### src/hdl/sensor_rx_pkg.sv
`default_nettype none

package sensor_rx_pkg;

	// ----------------------------------------------------------------------
	// lane and pixel geometry
	// ----------------------------------------------------------------------
	localparam int lanes = 4;
	// deserializer output per lane per clock
	localparam int deser_width = 6;
	localparam int word_width = 12;
	// sync code spans three words, six deserializer words
	localparam int sync_width = 3 * word_width;

	// ----------------------------------------------------------------------
	// word types
	// ----------------------------------------------------------------------
	typedef logic [deser_width-1:0] deser_t;
	typedef logic [word_width-1:0] word_t;
	// lane 0 in the low bits
	typedef logic [lanes*word_width-1:0] pixel_t;
	// bit offset 0..5
	typedef logic [2:0] offset_t;

	// oldest word in the low bits, since bits arrive first-bit-lowest
	// 0xfff, then 0x000, then 0x000
	localparam logic [sync_width-1:0] sync_code = {12'h000, 12'h000, 12'hfff};

endpackage

`default_nettype wire

### src/hdl/sensor_csr_pkg.sv
`default_nettype none

package sensor_csr_pkg;

	// apb bus widths
	typedef logic [7:0] apb_addr_t;
	typedef logic [31:0] apb_data_t;

	// ----------------------------------------------------------------------
	// register map
	// ----------------------------------------------------------------------
	localparam apb_addr_t addr_ctrl = 8'h00;
	localparam apb_addr_t addr_status = 8'h04;
	localparam apb_addr_t addr_offset = 8'h08;
	localparam apb_addr_t addr_count = 8'h0C;

	// ctrl field positions, lane_en sits in 3:0
	localparam int ctrl_msb_bit = 4;
	localparam int ctrl_realign_bit = 8;

	// realign is a one cycle pulse
	typedef struct packed {
		logic [3:0] lane_en;
		logic msb_first;
		logic realign;
	} csr_ctrl_t;

endpackage

`default_nettype wire

### src/hdl/lane_word_if.sv
`timescale 1ns/1ps
`default_nettype none

// one lane of aligned words, aligner to merger
interface lane_word_if;

	sensor_rx_pkg::word_t word;
	// single cycle strobe, never back to back
	logic word_valid;
	// first word after a sync code
	logic sync;
	logic locked;

	modport src (output word, output word_valid, output sync, output locked);
	modport snk (input word, input word_valid, input sync, input locked);

endinterface

`default_nettype wire

### src/hdl/lane_input_stage.sv
`timescale 1ns/1ps
`default_nettype none

module lane_input_stage (
	input  logic clk,
	input  logic reset,
	input  sensor_rx_pkg::deser_t [sensor_rx_pkg::lanes-1:0] lane_data,
	input  sensor_csr_pkg::csr_ctrl_t ctrl,
	output sensor_rx_pkg::deser_t [sensor_rx_pkg::lanes-1:0] lane_out,
	output logic [sensor_rx_pkg::lanes-1:0] lane_clear
);

	// ----------------------------------------------------------------------
	// lane registers
	// ----------------------------------------------------------------------
	// bits stay first-bit-lowest here
	// msb first words come out mirrored and are flipped per word in the merger,
	// a 6 bit chunk never lines up with a 12 bit word once lanes are skewed
	always_ff @(posedge clk) begin
		for (int i = 0; i < sensor_rx_pkg::lanes; i++) begin
			// idle lane held at zero
			if (ctrl.lane_en[i]) begin
				lane_out[i] <= lane_data[i];
			end else begin
				lane_out[i] <= '0;
			end
		end
	end

	// ----------------------------------------------------------------------
	// aligner clears
	// ----------------------------------------------------------------------
	// level for disabled lanes, one cycle for all on realign
	always_ff @(posedge clk) begin
		if (reset) begin
			lane_clear <= '0;
		end else begin
			lane_clear <= ~ctrl.lane_en | {sensor_rx_pkg::lanes{ctrl.realign}};
		end
	end

endmodule

`default_nettype wire

### src/hdl/word_aligner.sv
`timescale 1ns/1ps
`default_nettype none

module word_aligner (
	input  logic clk,
	input  logic reset,
	input  logic clear,
	input  sensor_rx_pkg::deser_t deser,
	lane_word_if.src lane,
	output sensor_rx_pkg::offset_t offset
);

	// last six deser words, newest in the high bits
	logic [sensor_rx_pkg::sync_width-1:0] shreg;
	logic [sensor_rx_pkg::sync_width+sensor_rx_pkg::deser_width-1:0] stream;
	logic [sensor_rx_pkg::sync_width-1:0] win [sensor_rx_pkg::deser_width];
	logic [sensor_rx_pkg::deser_width-1:0] hit;
	logic match;
	sensor_rx_pkg::offset_t match_offset;
	// word strobe phase, 2 cycles per word
	logic phase;
	logic lock_phase;
	logic locked_q;
	sensor_rx_pkg::offset_t offset_q;
	// strobes left until the first word after sync
	logic [1:0] sync_cnt;
	logic strobe;
	sensor_rx_pkg::word_t word_q;
	logic word_valid_q;
	logic sync_q;

	// ----------------------------------------------------------------------
	// bit windows
	// ----------------------------------------------------------------------
	assign stream = {deser, shreg};

	// window k is k bits older than the newest 36 bits
	for (genvar k = 0; k < sensor_rx_pkg::deser_width; k++) begin : g_win
		assign win[k] = stream[sensor_rx_pkg::sync_width + sensor_rx_pkg::deser_width - 1 - k
			-: sensor_rx_pkg::sync_width];
		assign hit[k] = (win[k] == sensor_rx_pkg::sync_code);
	end

	// lowest matching window wins
	always_comb begin
		match_offset = '0;
		for (int k = sensor_rx_pkg::deser_width - 1; k >= 0; k--) begin
			if (hit[k]) begin
				match_offset = sensor_rx_pkg::offset_t'(k);
			end
		end
	end

	assign match = (|hit) & ~clear;
	assign strobe = locked_q & ~clear & (phase == lock_phase);

	// ----------------------------------------------------------------------
	// lock and strobe control
	// ----------------------------------------------------------------------
	always_ff @(posedge clk) begin
		if (reset) begin
			shreg <= '0;
			phase <= 1'b0;
			lock_phase <= 1'b0;
			locked_q <= 1'b0;
			offset_q <= '0;
			sync_cnt <= '0;
			word_valid_q <= 1'b0;
			sync_q <= 1'b0;
		end else begin
			shreg <= stream[$high(stream):sensor_rx_pkg::deser_width];
			phase <= ~phase;
			word_valid_q <= 1'b0;
			sync_q <= 1'b0;
			if (clear) begin
				locked_q <= 1'b0;
				sync_cnt <= '0;
			end
			if (strobe) begin
				// at count 2 the middle word is still the last 0x000 of the code
				word_valid_q <= (sync_cnt != 2'd2);
				sync_q <= (sync_cnt == 2'd1);
				if (sync_cnt != 2'd0) begin
					sync_cnt <= sync_cnt - 2'd1;
				end
			end
			// a fresh match overrides the countdown
			if (match) begin
				lock_phase <= phase;
				offset_q <= match_offset;
				locked_q <= 1'b1;
				sync_cnt <= 2'd2;
			end
		end
	end

	// middle word of the locked window
	always_ff @(posedge clk) begin
		if (strobe) begin
			word_q <= win[offset_q][2*sensor_rx_pkg::word_width-1 -: sensor_rx_pkg::word_width];
		end
	end

	assign lane.word = word_q;
	assign lane.word_valid = word_valid_q;
	assign lane.sync = sync_q;
	assign lane.locked = locked_q;
	assign offset = offset_q;

	// strobe spacing holds across relocks too
	a_valid_gap: assert property (@(posedge clk) disable iff (reset)
		lane.word_valid |=> !lane.word_valid);

	a_valid_locked: assert property (@(posedge clk) disable iff (reset)
		lane.word_valid |-> lane.locked);

endmodule

`default_nettype wire

### src/hdl/pixel_merger.sv
`timescale 1ns/1ps
`default_nettype none

module pixel_merger (
	input  logic clk,
	input  logic reset,
	lane_word_if.snk lanes_in [sensor_rx_pkg::lanes],
	input  sensor_csr_pkg::csr_ctrl_t ctrl,
	output sensor_rx_pkg::pixel_t pixel_data,
	output logic pixel_valid,
	output logic pixel_sync,
	output logic beat_pulse
);

	sensor_rx_pkg::word_t in_word [sensor_rx_pkg::lanes];
	logic [sensor_rx_pkg::lanes-1:0] in_valid;
	logic [sensor_rx_pkg::lanes-1:0] in_sync;
	logic [sensor_rx_pkg::lanes-1:0] in_locked;
	sensor_rx_pkg::word_t word_q [sensor_rx_pkg::lanes];
	logic [sensor_rx_pkg::lanes-1:0] sync_q;
	logic [sensor_rx_pkg::lanes-1:0] cap_q;
	logic [sensor_rx_pkg::lanes-1:0] cap_next;
	logic [sensor_rx_pkg::lanes-1:0] need;
	sensor_rx_pkg::pixel_t beat;
	logic beat_sync;
	logic done;

	// bit mirror of one word
	function automatic sensor_rx_pkg::word_t mirror(input sensor_rx_pkg::word_t w);
		sensor_rx_pkg::word_t r;
		for (int b = 0; b < sensor_rx_pkg::word_width; b++) begin
			r[b] = w[sensor_rx_pkg::word_width-1-b];
		end
		return r;
	endfunction

	// ----------------------------------------------------------------------
	// lane inputs
	// ----------------------------------------------------------------------
	for (genvar i = 0; i < sensor_rx_pkg::lanes; i++) begin : g_lane
		// msb first words arrive mirrored
		assign in_word[i] = ctrl.msb_first ? mirror(lanes_in[i].word) : lanes_in[i].word;
		assign in_valid[i] = lanes_in[i].word_valid & ctrl.lane_en[i];
		assign in_sync[i] = lanes_in[i].sync;
		assign in_locked[i] = lanes_in[i].locked;
	end

	// lanes that must deliver before a beat
	assign need = ctrl.lane_en & in_locked;
	assign cap_next = (cap_q | in_valid) & need;
	assign done = (need != '0) && ((cap_next & need) == need);

	// beat from held words, or the word arriving now
	always_comb begin
		beat = '0;
		beat_sync = 1'b0;
		for (int i = 0; i < sensor_rx_pkg::lanes; i++) begin
			if (need[i] && in_valid[i]) begin
				beat[i*sensor_rx_pkg::word_width +: sensor_rx_pkg::word_width] = in_word[i];
				beat_sync |= in_sync[i];
			end else if (need[i]) begin
				beat[i*sensor_rx_pkg::word_width +: sensor_rx_pkg::word_width] = word_q[i];
				beat_sync |= sync_q[i];
			end
		end
	end

	// ----------------------------------------------------------------------
	// capture flags and beat output
	// ----------------------------------------------------------------------
	always_ff @(posedge clk) begin
		if (reset) begin
			cap_q <= '0;
			pixel_valid <= 1'b0;
			pixel_sync <= 1'b0;
			beat_pulse <= 1'b0;
		end else begin
			pixel_valid <= done;
			pixel_sync <= done & beat_sync;
			beat_pulse <= pixel_valid;
			if (done || ctrl.realign) begin
				cap_q <= '0;
			end else begin
				cap_q <= cap_next;
			end
		end
	end

	always_ff @(posedge clk) begin
		for (int i = 0; i < sensor_rx_pkg::lanes; i++) begin
			if (in_valid[i]) begin
				word_q[i] <= in_word[i];
				sync_q[i] <= in_sync[i];
			end
		end
		if (done) begin
			pixel_data <= beat;
		end
	end

	// a beat needs at least one lane enabled the cycle before
	a_no_lanes: assert property (@(posedge clk) disable iff (reset)
		pixel_valid |-> $past(ctrl.lane_en) != '0);

endmodule

`default_nettype wire

### src/hdl/sensor_csr_apb.sv
`timescale 1ns/1ps
`default_nettype none

module sensor_csr_apb (
	input  logic clk,
	input  logic reset,
	input  logic psel,
	input  logic penable,
	input  logic pwrite,
	input  sensor_csr_pkg::apb_addr_t paddr,
	input  sensor_csr_pkg::apb_data_t pwdata,
	output sensor_csr_pkg::apb_data_t prdata,
	output logic pready,
	output logic pslverr,
	input  logic [sensor_rx_pkg::lanes-1:0] locked,
	input  sensor_rx_pkg::offset_t [sensor_rx_pkg::lanes-1:0] offsets,
	input  logic beat_pulse,
	output sensor_csr_pkg::csr_ctrl_t ctrl
);

	logic access;
	logic mapped;
	logic wr_en;
	sensor_csr_pkg::apb_data_t beat_cnt;

	// no wait states
	assign pready = 1'b1;
	assign access = psel & penable;

	// ----------------------------------------------------------------------
	// read decode
	// ----------------------------------------------------------------------
	always_comb begin
		mapped = 1'b1;
		prdata = '0;
		case (paddr)
			sensor_csr_pkg::addr_ctrl: begin
				prdata[sensor_rx_pkg::lanes-1:0] = ctrl.lane_en;
				prdata[sensor_csr_pkg::ctrl_msb_bit] = ctrl.msb_first;
			end
			sensor_csr_pkg::addr_status: begin
				prdata[sensor_rx_pkg::lanes-1:0] = locked;
			end
			// 3 bits per lane, lane 0 lowest
			sensor_csr_pkg::addr_offset: begin
				prdata[$bits(offsets)-1:0] = offsets;
			end
			sensor_csr_pkg::addr_count: begin
				prdata = beat_cnt;
			end
			default: begin
				mapped = 1'b0;
			end
		endcase
	end

	// only ctrl is writable
	assign wr_en = access & pwrite & (paddr == sensor_csr_pkg::addr_ctrl);
	assign pslverr = access & (~mapped | (pwrite & (paddr != sensor_csr_pkg::addr_ctrl)));

	// ----------------------------------------------------------------------
	// control register
	// ----------------------------------------------------------------------
	always_ff @(posedge clk) begin
		if (reset) begin
			ctrl.lane_en <= '1;
			ctrl.msb_first <= 1'b0;
			ctrl.realign <= 1'b0;
		end else begin
			// realign self clears
			ctrl.realign <= 1'b0;
			if (wr_en) begin
				ctrl.lane_en <= pwdata[sensor_rx_pkg::lanes-1:0];
				ctrl.msb_first <= pwdata[sensor_csr_pkg::ctrl_msb_bit];
				ctrl.realign <= pwdata[sensor_csr_pkg::ctrl_realign_bit];
			end
		end
	end

	// beats since last realign
	always_ff @(posedge clk) begin
		if (reset || ctrl.realign) begin
			beat_cnt <= '0;
		end else if (beat_pulse) begin
			beat_cnt <= beat_cnt + 1'b1;
		end
	end

	a_apb_enable: assert property (@(posedge clk) disable iff (reset)
		penable |-> psel);

endmodule

`default_nettype wire

### src/hdl/sensor_rx_top.sv
`timescale 1ns/1ps
`default_nettype none

module sensor_rx_top (
	input  logic clk,
	input  logic reset,
	input  sensor_rx_pkg::deser_t [sensor_rx_pkg::lanes-1:0] lane_data,
	input  logic psel,
	input  logic penable,
	input  logic pwrite,
	input  sensor_csr_pkg::apb_addr_t paddr,
	input  sensor_csr_pkg::apb_data_t pwdata,
	output sensor_csr_pkg::apb_data_t prdata,
	output logic pready,
	output logic pslverr,
	output sensor_rx_pkg::pixel_t pixel_data,
	output logic pixel_valid,
	output logic pixel_sync
);

	sensor_rx_pkg::deser_t [sensor_rx_pkg::lanes-1:0] lane_words;
	logic [sensor_rx_pkg::lanes-1:0] lane_clear;
	logic [sensor_rx_pkg::lanes-1:0] locked;
	sensor_rx_pkg::offset_t [sensor_rx_pkg::lanes-1:0] offsets;
	sensor_csr_pkg::csr_ctrl_t ctrl;
	logic beat_pulse;

	// one aligned word channel per lane
	lane_word_if lane_if [sensor_rx_pkg::lanes] ();

	lane_input_stage u_lane_input_stage (
		.clk        (clk),
		.reset      (reset),
		.lane_data  (lane_data),
		.ctrl       (ctrl),
		.lane_out   (lane_words),
		.lane_clear (lane_clear)
	);

	// ----------------------------------------------------------------------
	// per lane aligners
	// ----------------------------------------------------------------------
	for (genvar i = 0; i < sensor_rx_pkg::lanes; i++) begin : g_aligner
		word_aligner u_word_aligner (
			.clk    (clk),
			.reset  (reset),
			.clear  (lane_clear[i]),
			.deser  (lane_words[i]),
			.lane   (lane_if[i]),
			.offset (offsets[i])
		);
		assign locked[i] = lane_if[i].locked;
	end

	pixel_merger u_pixel_merger (
		.clk         (clk),
		.reset       (reset),
		.lanes_in    (lane_if),
		.ctrl        (ctrl),
		.pixel_data  (pixel_data),
		.pixel_valid (pixel_valid),
		.pixel_sync  (pixel_sync),
		.beat_pulse  (beat_pulse)
	);

	sensor_csr_apb u_sensor_csr_apb (
		.clk        (clk),
		.reset      (reset),
		.psel       (psel),
		.penable    (penable),
		.pwrite     (pwrite),
		.paddr      (paddr),
		.pwdata     (pwdata),
		.prdata     (prdata),
		.pready     (pready),
		.pslverr    (pslverr),
		.locked     (locked),
		.offsets    (offsets),
		.beat_pulse (beat_pulse),
		.ctrl       (ctrl)
	);

endmodule

`default_nettype wire

### config.mk
export PLATFORM = sky130hd
export DESIGN_NAME = sensor_rx_top
export DESIGN_NICKNAME = d
export VERILOG_FILES = /design/src/hdl/sensor_rx_pkg.sv /design/src/hdl/sensor_csr_pkg.sv /design/src/hdl/lane_word_if.sv /design/src/hdl/lane_input_stage.sv /design/src/hdl/word_aligner.sv /design/src/hdl/pixel_merger.sv /design/src/hdl/sensor_csr_apb.sv /design/src/hdl/sensor_rx_top.sv
export SDC_FILE = /design/constraint.sdc
export NUM_CORES = 1
export LEC_CHECK = 0
export CAP_MARGIN = 25
export CORE_AREA = 2 2 180 182
export CTS_CLUSTER_DIAMETER = 120
export DETAILED_ROUTE_END_ITERATION = 16
export DIE_AREA = 0 0 182 184
export DONT_BUFFER_PORTS = 1
export PLACE_DENSITY_LB_ADDON = 0.3
export SYNTH_ARGS = -nofsm -noshare
export SYNTH_HDL_FRONTEND = slang
export SYNTH_SLANG_ARGS = --single-unit
export TNS_END_PERCENT = 50
### constraint.sdc
create_clock -name clk -period 3.6 [get_ports clk]
set_input_delay 0 -clock clk [delete_from_list [all_inputs] [get_ports clk]]
set_output_delay 0 -clock clk [all_outputs]
set_load 0.02 [all_outputs]
# [Word-level counts from Yosys, hierarchy flattened]
# Memory sizes are Yosys's and may differ from the RTL's.
# Index checks and enable logic that the tools add are counted.
[classes] addsub=5 mul=0 div_mod_pow=0 magnitude_cmp=4 eq_ne=40 n_shift=0 n_mux=93 bitwise_logic=53 n_reduce_logical=33
[op_table] cell="equality test 36 x 12 -> 1 bit, second input constant" count=24
[op_table] cell="binary-select mux 36 bit (select 3 bit)" count=4
[op_table] cell="two-way mux 24 bit" count=8
[op_table] cell="two-way mux 12 bit" count=12
[op_table] cell="two-way mux 3 bit" count=24
[op_table] cell="adder 32 x 1 -> 32 bit, second input constant" count=1
[op_table] cell="two-way mux 2 bit" count=16
[op_table] cell="two-way mux 1 bit" count=25
[op_table] cell="OR reduction 6 bit" count=4
[op_table] cell="bitwise AND 1 bit" count=22
[op_table] cell="two-way mux 20 bit" count=1
[op_table] cell="OR reduction 2 bit" count=10
[op_table] cell="equality test 8 x 4 -> 1 bit, second input constant" count=2
[op_table] cell="greater-or-equal comparator 4 bit, second input constant" count=4
[op_table] cell="NOT 3 -> 4 bit" count=4
[op_table] cell="one-hot mux 4 bit (4 select lines)" count=1
[op_table] cell="nonzero test 2 bit" count=8
[op_table] cell="NOT 1 bit" count=14
[op_table] cell="one-hot mux 7 bit (2 select lines)" count=1
[op_table] cell="bitwise AND 4 bit" count=3
[op_table] cell="equality test 2 x 1 -> 1 bit, second input constant" count=4
[op_table] cell="equality test 8 x 3 -> 1 bit, second input constant" count=1
[op_table] cell="zero test 8 bit" count=1
[op_table] cell="inequality test 2 bit, second input constant" count=4
[op_table] cell="other kinds (12)" count=30
[totals] ff_bits=357 latchBits=0 ramBits=48 romBits=0 input_bits=69 out_inout_bits=84 elab_cells=287 mem_count=1
[memory_table] name="u_pixel_merger.word_q" words=4 word_bits=12 rd=4 rd_ports_with_merged_regs=0 write_ports=4 line_no="pixel_merger.sv:19" text="sensor_rx_pkg::word_t word_q [sensor_rx_pkg::lanes];"

# [Longest topological paths before layout]
[depth] word_depth=13 ltp_mapped=7 ltp_nobuf=6

# [Modules after synthesis]
# From an unflattened synthesis, not the netlist that was laid out.
[hier_totals] hier_cells=1514 hier_area_um2=17656.9
[modules_own_cells] mod="word_aligner (g_aligner[0].u_word_aligner ...)" n_inst=3 cells_per_inst=226 area_per_inst_um2=2524.9 seq_area_each_um2=1261.2
[modules_own_cells] mod="pixel_merger" n_inst=1 cells_per_inst=291 area_per_inst_um2=4649.5 seq_area_each_um2=3143.0
[modules_own_cells] mod="word_aligner (g_aligner[3].u_word_aligner)" n_inst=1 cells_per_inst=226 area_per_inst_um2=2529.9 seq_area_each_um2=1261.2
[modules_own_cells] mod="sensor_csr_apb" n_inst=1 cells_per_inst=262 area_per_inst_um2=2168.3 seq_area_each_um2=760.7
[modules_own_cells] mod="lane_input_stage" n_inst=1 cells_per_inst=57 area_per_inst_um2=734.5 seq_area_each_um2=560.5

# [Least setup slack after synthesis]
# Ideal clock, no wire load.
[synth_timing] path_kind="register to register" start="register g_aligner[0].u_word_aligner.word_valid_q" end="register u_pixel_merger.pixel_data[0], enable pin" setup_time_ns=0.402 arrival_ns=2.281 required_ns=3.198 slack_ns=0.916 stages_incl_launch_ff=7 path_buffers=1 synth_period_minus_slack_ns=2.684 path_cell_list="dfxtp_1 clkbuf_1 nor2_1 nor2_1 a21oi_1 or4_1 inv_1"
[synth_between] elab_chain_cells=6
[synth_lines] item="start: declaration" line_no="word_aligner.sv:29" text="logic word_valid_q;"
[synth_lines] item="start signal: assignment" line_no="word_aligner.sv:81" text="word_valid_q <= (sync_cnt != 2'd2);"
[synth_lines] item="bitwise AND 1 bit" line_no="pixel_merger.sv:43" text="assign in_valid[i] = lanes_in[i].word_valid & ctrl.lane_en[i];"
[synth_lines] item="OR 4 bit" line_no="pixel_merger.sv:50" text="assign cap_next = (cap_q | in_valid) & need;"
[synth_lines] item="bitwise AND 4 bit" line_no="pixel_merger.sv:50"
[synth_lines] item="bitwise AND 4 bit" line_no="pixel_merger.sv:51" text="assign done = (need != '0) && ((cap_next & need) == need);"
[synth_lines] item="equality test 4 bit" line_no="pixel_merger.sv:51"
[synth_lines] item="logical AND 1 bit" line_no="pixel_merger.sv:51"
[synth_lines] item="net u_pixel_merger.done" line_no="pixel_merger.sv:26" text="logic done;"
[synth_lines] item="end signal: assignment" line_no="pixel_merger.sv:97" text="pixel_data <= beat;"
[synth_lines] item="end: declaration" line_no="pixel_merger.sv:9" text="output sensor_rx_pkg::pixel_t pixel_data,"
# The timed path passes the listed nets, and every way through them passes these cells.
# A chain may end at the register's enable or synchronous reset.

# [Worst setup path after layout]
[layout_timing] start="register u_sensor_csr_apb.ctrl[4] (netlist name)" end="register u_pixel_merger.pixel_data[43], enable pin"
[layout_between] elab_chain_cells=6 word_cells_on_any_way=8 classes_between="eq/ne: 1; bitwise: 5; reduce/logical: 2"
[layout_lines] item="bitwise AND 1 bit" line_no="pixel_merger.sv:43"
[layout_lines] item="OR 4 bit" line_no="pixel_merger.sv:50"
[layout_lines] item="bitwise AND 4 bit" line_no="pixel_merger.sv:50"
[layout_lines] item="bitwise AND 4 bit" line_no="pixel_merger.sv:51"
[layout_lines] item="equality test 4 bit" line_no="pixel_merger.sv:51"
[layout_lines] item="logical AND 1 bit *" line_no="pixel_merger.sv:51"
[layout_lines] item="net u_pixel_merger.done" line_no="pixel_merger.sv:26"
# The timed path passes the listed nets; every way through them passes the cells marked *.

==> qor.csv <==
metric,value,unit
status,finished clean,
rrSetupSlack,0.87,ns
cp_max_fo,25,
cts_tree,built,
globalRouteOverflowTotal,0,
viasPerCell,5.630,
grt_use_total,19.65,%
numCtsBuffers,41,
dieHeight,184,µm
fin_area,19190,µm²
met2_usage,34.12,%
hp-start,pwrite,
hold_depth,2,
numClockSinks,401,
use_met3,4.160,%
cts_setup_buffers,0,
power.density,468.8,nW/µm²
cts_root_buffer,clkbuf_16,
mostFrequentLayoutCell,dfxtp_1,
initial_core_util,54.62,%
dpl_cell_area,17470,µm²
die_w,182,µm
timing.fmax,0.3667,GHz
clk_pin_slew,0.06,ns
ios,153,
antenna_found_initial,1,
drc,0,
final_nets,1573,
cts_resized,0,
ir_worst_vdd,348.6,µV
rows,65,
ff2ff_path_depth,7,
worstMarginPinSlew,0.9871,ns
synth_top_cells_by_area,"dfxtp_1 30%, edfxtp_1 26%, mux2i_1 8.5%",
rsz0062_at_grt,false,
synth.avg_cell_area,11.52,µm²
grt_pass1_wl,53.62,mm
dr.pass1.iters,4,
fin_skew,0.02617,ns
die_area,33490,µm²
yosys.area.top_type,dfxtp_1,
synth_edf_count,148,
drt_wl_total,32.86,mm
drive_gt1_share,12.20,%
min_period_over_period,75.75,%
min_period,2.727,ns
coreArea,31390,µm²
crit_type,reg2reg,
gr-usage-met1,25.16,%
clk-insertion-delay-late,0.53,ns
arrival,2.94,ns
yosysTopAreaCellShare,29.54,%
grt_busiest_layer,met2,
first_global_vias,10550,
num_vias,10900,
syn_inst,1488,
drv_slew,0,
ant_nets,0,
synth_nets,1558,
yosys_warnings,0,
io_buffers,0,
worstPathRequired,3.81,ns
reg2reg_from,u_sensor_csr_apb.ctrl[4],
gp_congestion,0.8582,
cts_max_level,2,
finalNonFillerCells,1936,
setup_viol,0,
drtIter0Drc,680,
grt_start_max_net_pins,184,
placed_cells,1826,
synth_area,17150,µm²
synthDistinctLibCells,68,
max-cap-violations,0,
yosysSeqAreaShare,55.46,%
post-dp-hpwl,22.57,mm
leakage,6.238,nW
wl_per_cell,16.97,µm
synth_seq_cells,401,
maxSlewHeadroom,34.10,%
cts.path.max_buffers,3,
cp-end-kind,flip-flop,
hp-class,in2reg,
final_cell_mix,"252 x dfxtp_1, 158 x nor2b_1, 148 x edfxtp_1",
areaGrowthSynthToFinish,11.91,%
worstSetupStartpointType,flip-flop,
synth-async-reset-ratio,0,%
synth_ff_type,dfxtp_1,
hold_end,u_sensor_csr_apb.ctrl[0],
final-hold-violation-count,0,
setup_tns,0,ns
r2r-end,u_pixel_merger.pixel_data[43],
-- sequential cells by signal (all words and copies together) (netlist names) --
| name | flops |
|---|---|
| g_aligner.u_word_aligner.shreg | 140 |
| g_aligner.u_word_aligner.lane.word | 48 |
| u_pixel_merger.pixel_data | 48 |
| u_pixel_merger.word_q | 48 |
| u_sensor_csr_apb.beat_cnt | 32 |
| u_lane_input_stage.lane_out | 24 |
| g_aligner.u_word_aligner.offset | 12 |
| g_aligner.u_word_aligner.sync_cnt | 8 |
| u_sensor_csr_apb.ctrl | 6 |
| g_aligner.u_word_aligner.lane.locked | 4 |
| g_aligner.u_word_aligner.lane.sync | 4 |
| g_aligner.u_word_aligner.lane.word_valid | 4 |
| g_aligner.u_word_aligner.lock_phase | 4 |
| g_aligner.u_word_aligner.phase | 4 |
| u_lane_input_stage.lane_clear | 4 |
| u_pixel_merger.cap_q | 4 |
| u_pixel_merger.sync_q | 4 |
| u_pixel_merger.beat_pulse | 1 |
| u_pixel_merger.pixel_sync | 1 |
| u_pixel_merger.pixel_valid | 1 |
-- kinds of logic (layout without fill, tap and decap cells) --
family / count (synthesis) / count (layout) / synth area share, %
xor gates and xnor gates: 28 / 28 / 1.430
adders and majority gates: 1 / 1 / 0.07297
AOI/OAI and AO/OA: 142 / 142 / 5.342
DFF: 401 / 401 / 55.46
muxes: 233 / 233 / 16.63
other: 1 / 2 / 0.02187
and+or+nand+nor: 549 / 549 / 18.07
buffers and inverters: 133 / 178 / 2.970
-- cells in the mapped netlist (2+ instances only) --
| master | instances |
|---|---|
| nand3_1 | 23 |
| o21a_1 | 6 |
| and2_1 | 56 |
| clkbuf_1 | 63 |
| or3_1 | 10 |
| nand4b_1 | 3 |
| nor4bb_1 | 8 |
| mux4_2 | 35 |
| buf_2 | 5 |
| and4_1 | 5 |
| mux2_2 | 52 |
| a2111oi_2 | 2 |
| nor3_2 | 2 |
| nand4bb_1 | 2 |
| dfxtp_1 | 253 |
| nand2b_1 | 19 |
| edfxtp_1 | 148 |
| inv_1 | 52 |
| nand2_1 | 39 |
| mux2i_1 | 145 |
| and3_1 | 4 |
| o2111ai_1 | 4 |
| or4_1 | 4 |
| o21ai_0 | 14 |
| o21ai_1 | 7 |
| nor2_1 | 134 |
| nand3b_1 | 4 |
| o22ai_1 | 51 |
| nor3_1 | 21 |
| nor4_1 | 21 |
| nor4b_1 | 5 |
| nand4_1 | 17 |
| xnor2_1 | 4 |
| buf_1 | 11 |
| o31a_1 | 2 |
| nor2b_1 | 158 |
| nor3b_1 | 5 |
| a31oi_1 | 3 |
| a21oi_1 | 36 |
| o211ai_1 | 4 |
| xor2_1 | 24 |
-- layer usage --
layer  wire length, µm  part of all wire, %
met5                 0                    0
met1             14630                   45
met3              1739                  5.3
met2             15860                   48
met4               639                  1.9
-- through the flow --
step           total power [mW]  util, %  hold WS (ns)  setup slack, ns
3_5_place_dp              5.032    55.66       0.09098           0.9175
6_report                  8.994    61.12       0.04484           0.8731
4_1_cts                   9.078    60.85       0.03570           0.9033
2_1_floorplan             5.021        -        0.1251           0.9165
5_1_grt                   9.299    61.12       0.04634           0.6953
3_3_place_gp              5.027    55.66       0.08592           0.9756
-- timing repair --
item	CTS	global route
hold buffers	33	0
endpoints found under the setup margin	0	0
endpoints found under the hold margin	217	0
-- power breakdown --
part           total, mW  switching [mW]  leakage [nW]  internal (mW)
Combinational      0.209          0.0955          2.25          0.114
Sequential          4.79          0.0573          3.34           4.73
Clock               4.00            1.65         0.646           2.35
Total               8.99            1.80          6.24           7.19
-- worst max-delay path by stage --
stage	endpoint	slack (ns)	startpoint
detailed placement	u_pixel_merger.pixel_data[42]	0.92	u_sensor_csr_apb.ctrl[4]
finish	u_pixel_merger.pixel_data[43]	0.87	u_sensor_csr_apb.ctrl[4]
CTS	u_pixel_merger.pixel_data[42]	0.90	u_sensor_csr_apb.ctrl[4]
floorplan	u_pixel_merger.pixel_data[0]	0.92	g_aligner[0].u_word_aligner.lane.word_valid
global route	u_pixel_merger.pixel_data[44]	0.70	u_sensor_csr_apb.ctrl[4]
global placement	u_pixel_merger.pixel_data[41]	0.98	u_sensor_csr_apb.ctrl[4]
-- layout make-up --
cell class                      instances  area, µm²
Inverter                               53      198.9
Timing Repair Buffer                   52      563.0
Tap cell                              402      503.0
Multi-Input combinational cell        954       7127
Sequential cell                       401       9510
Fill cell                            2421      12210
Antenna cell                            1      2.502
Clock buffer                           64       1229
Clock inverter                          9      53.80
-- worst max-delay path, stage by stage (launching register included) --
cell	delay (ns)
dfxtp_1	0.60
nand2_1	0.10
buf_4	0.22
nand3_1	0.10
a21oi_1	0.07
or4_1	0.58
inv_2	0.49
buf_12	0.25
Power figures use the tool's default switching activity.
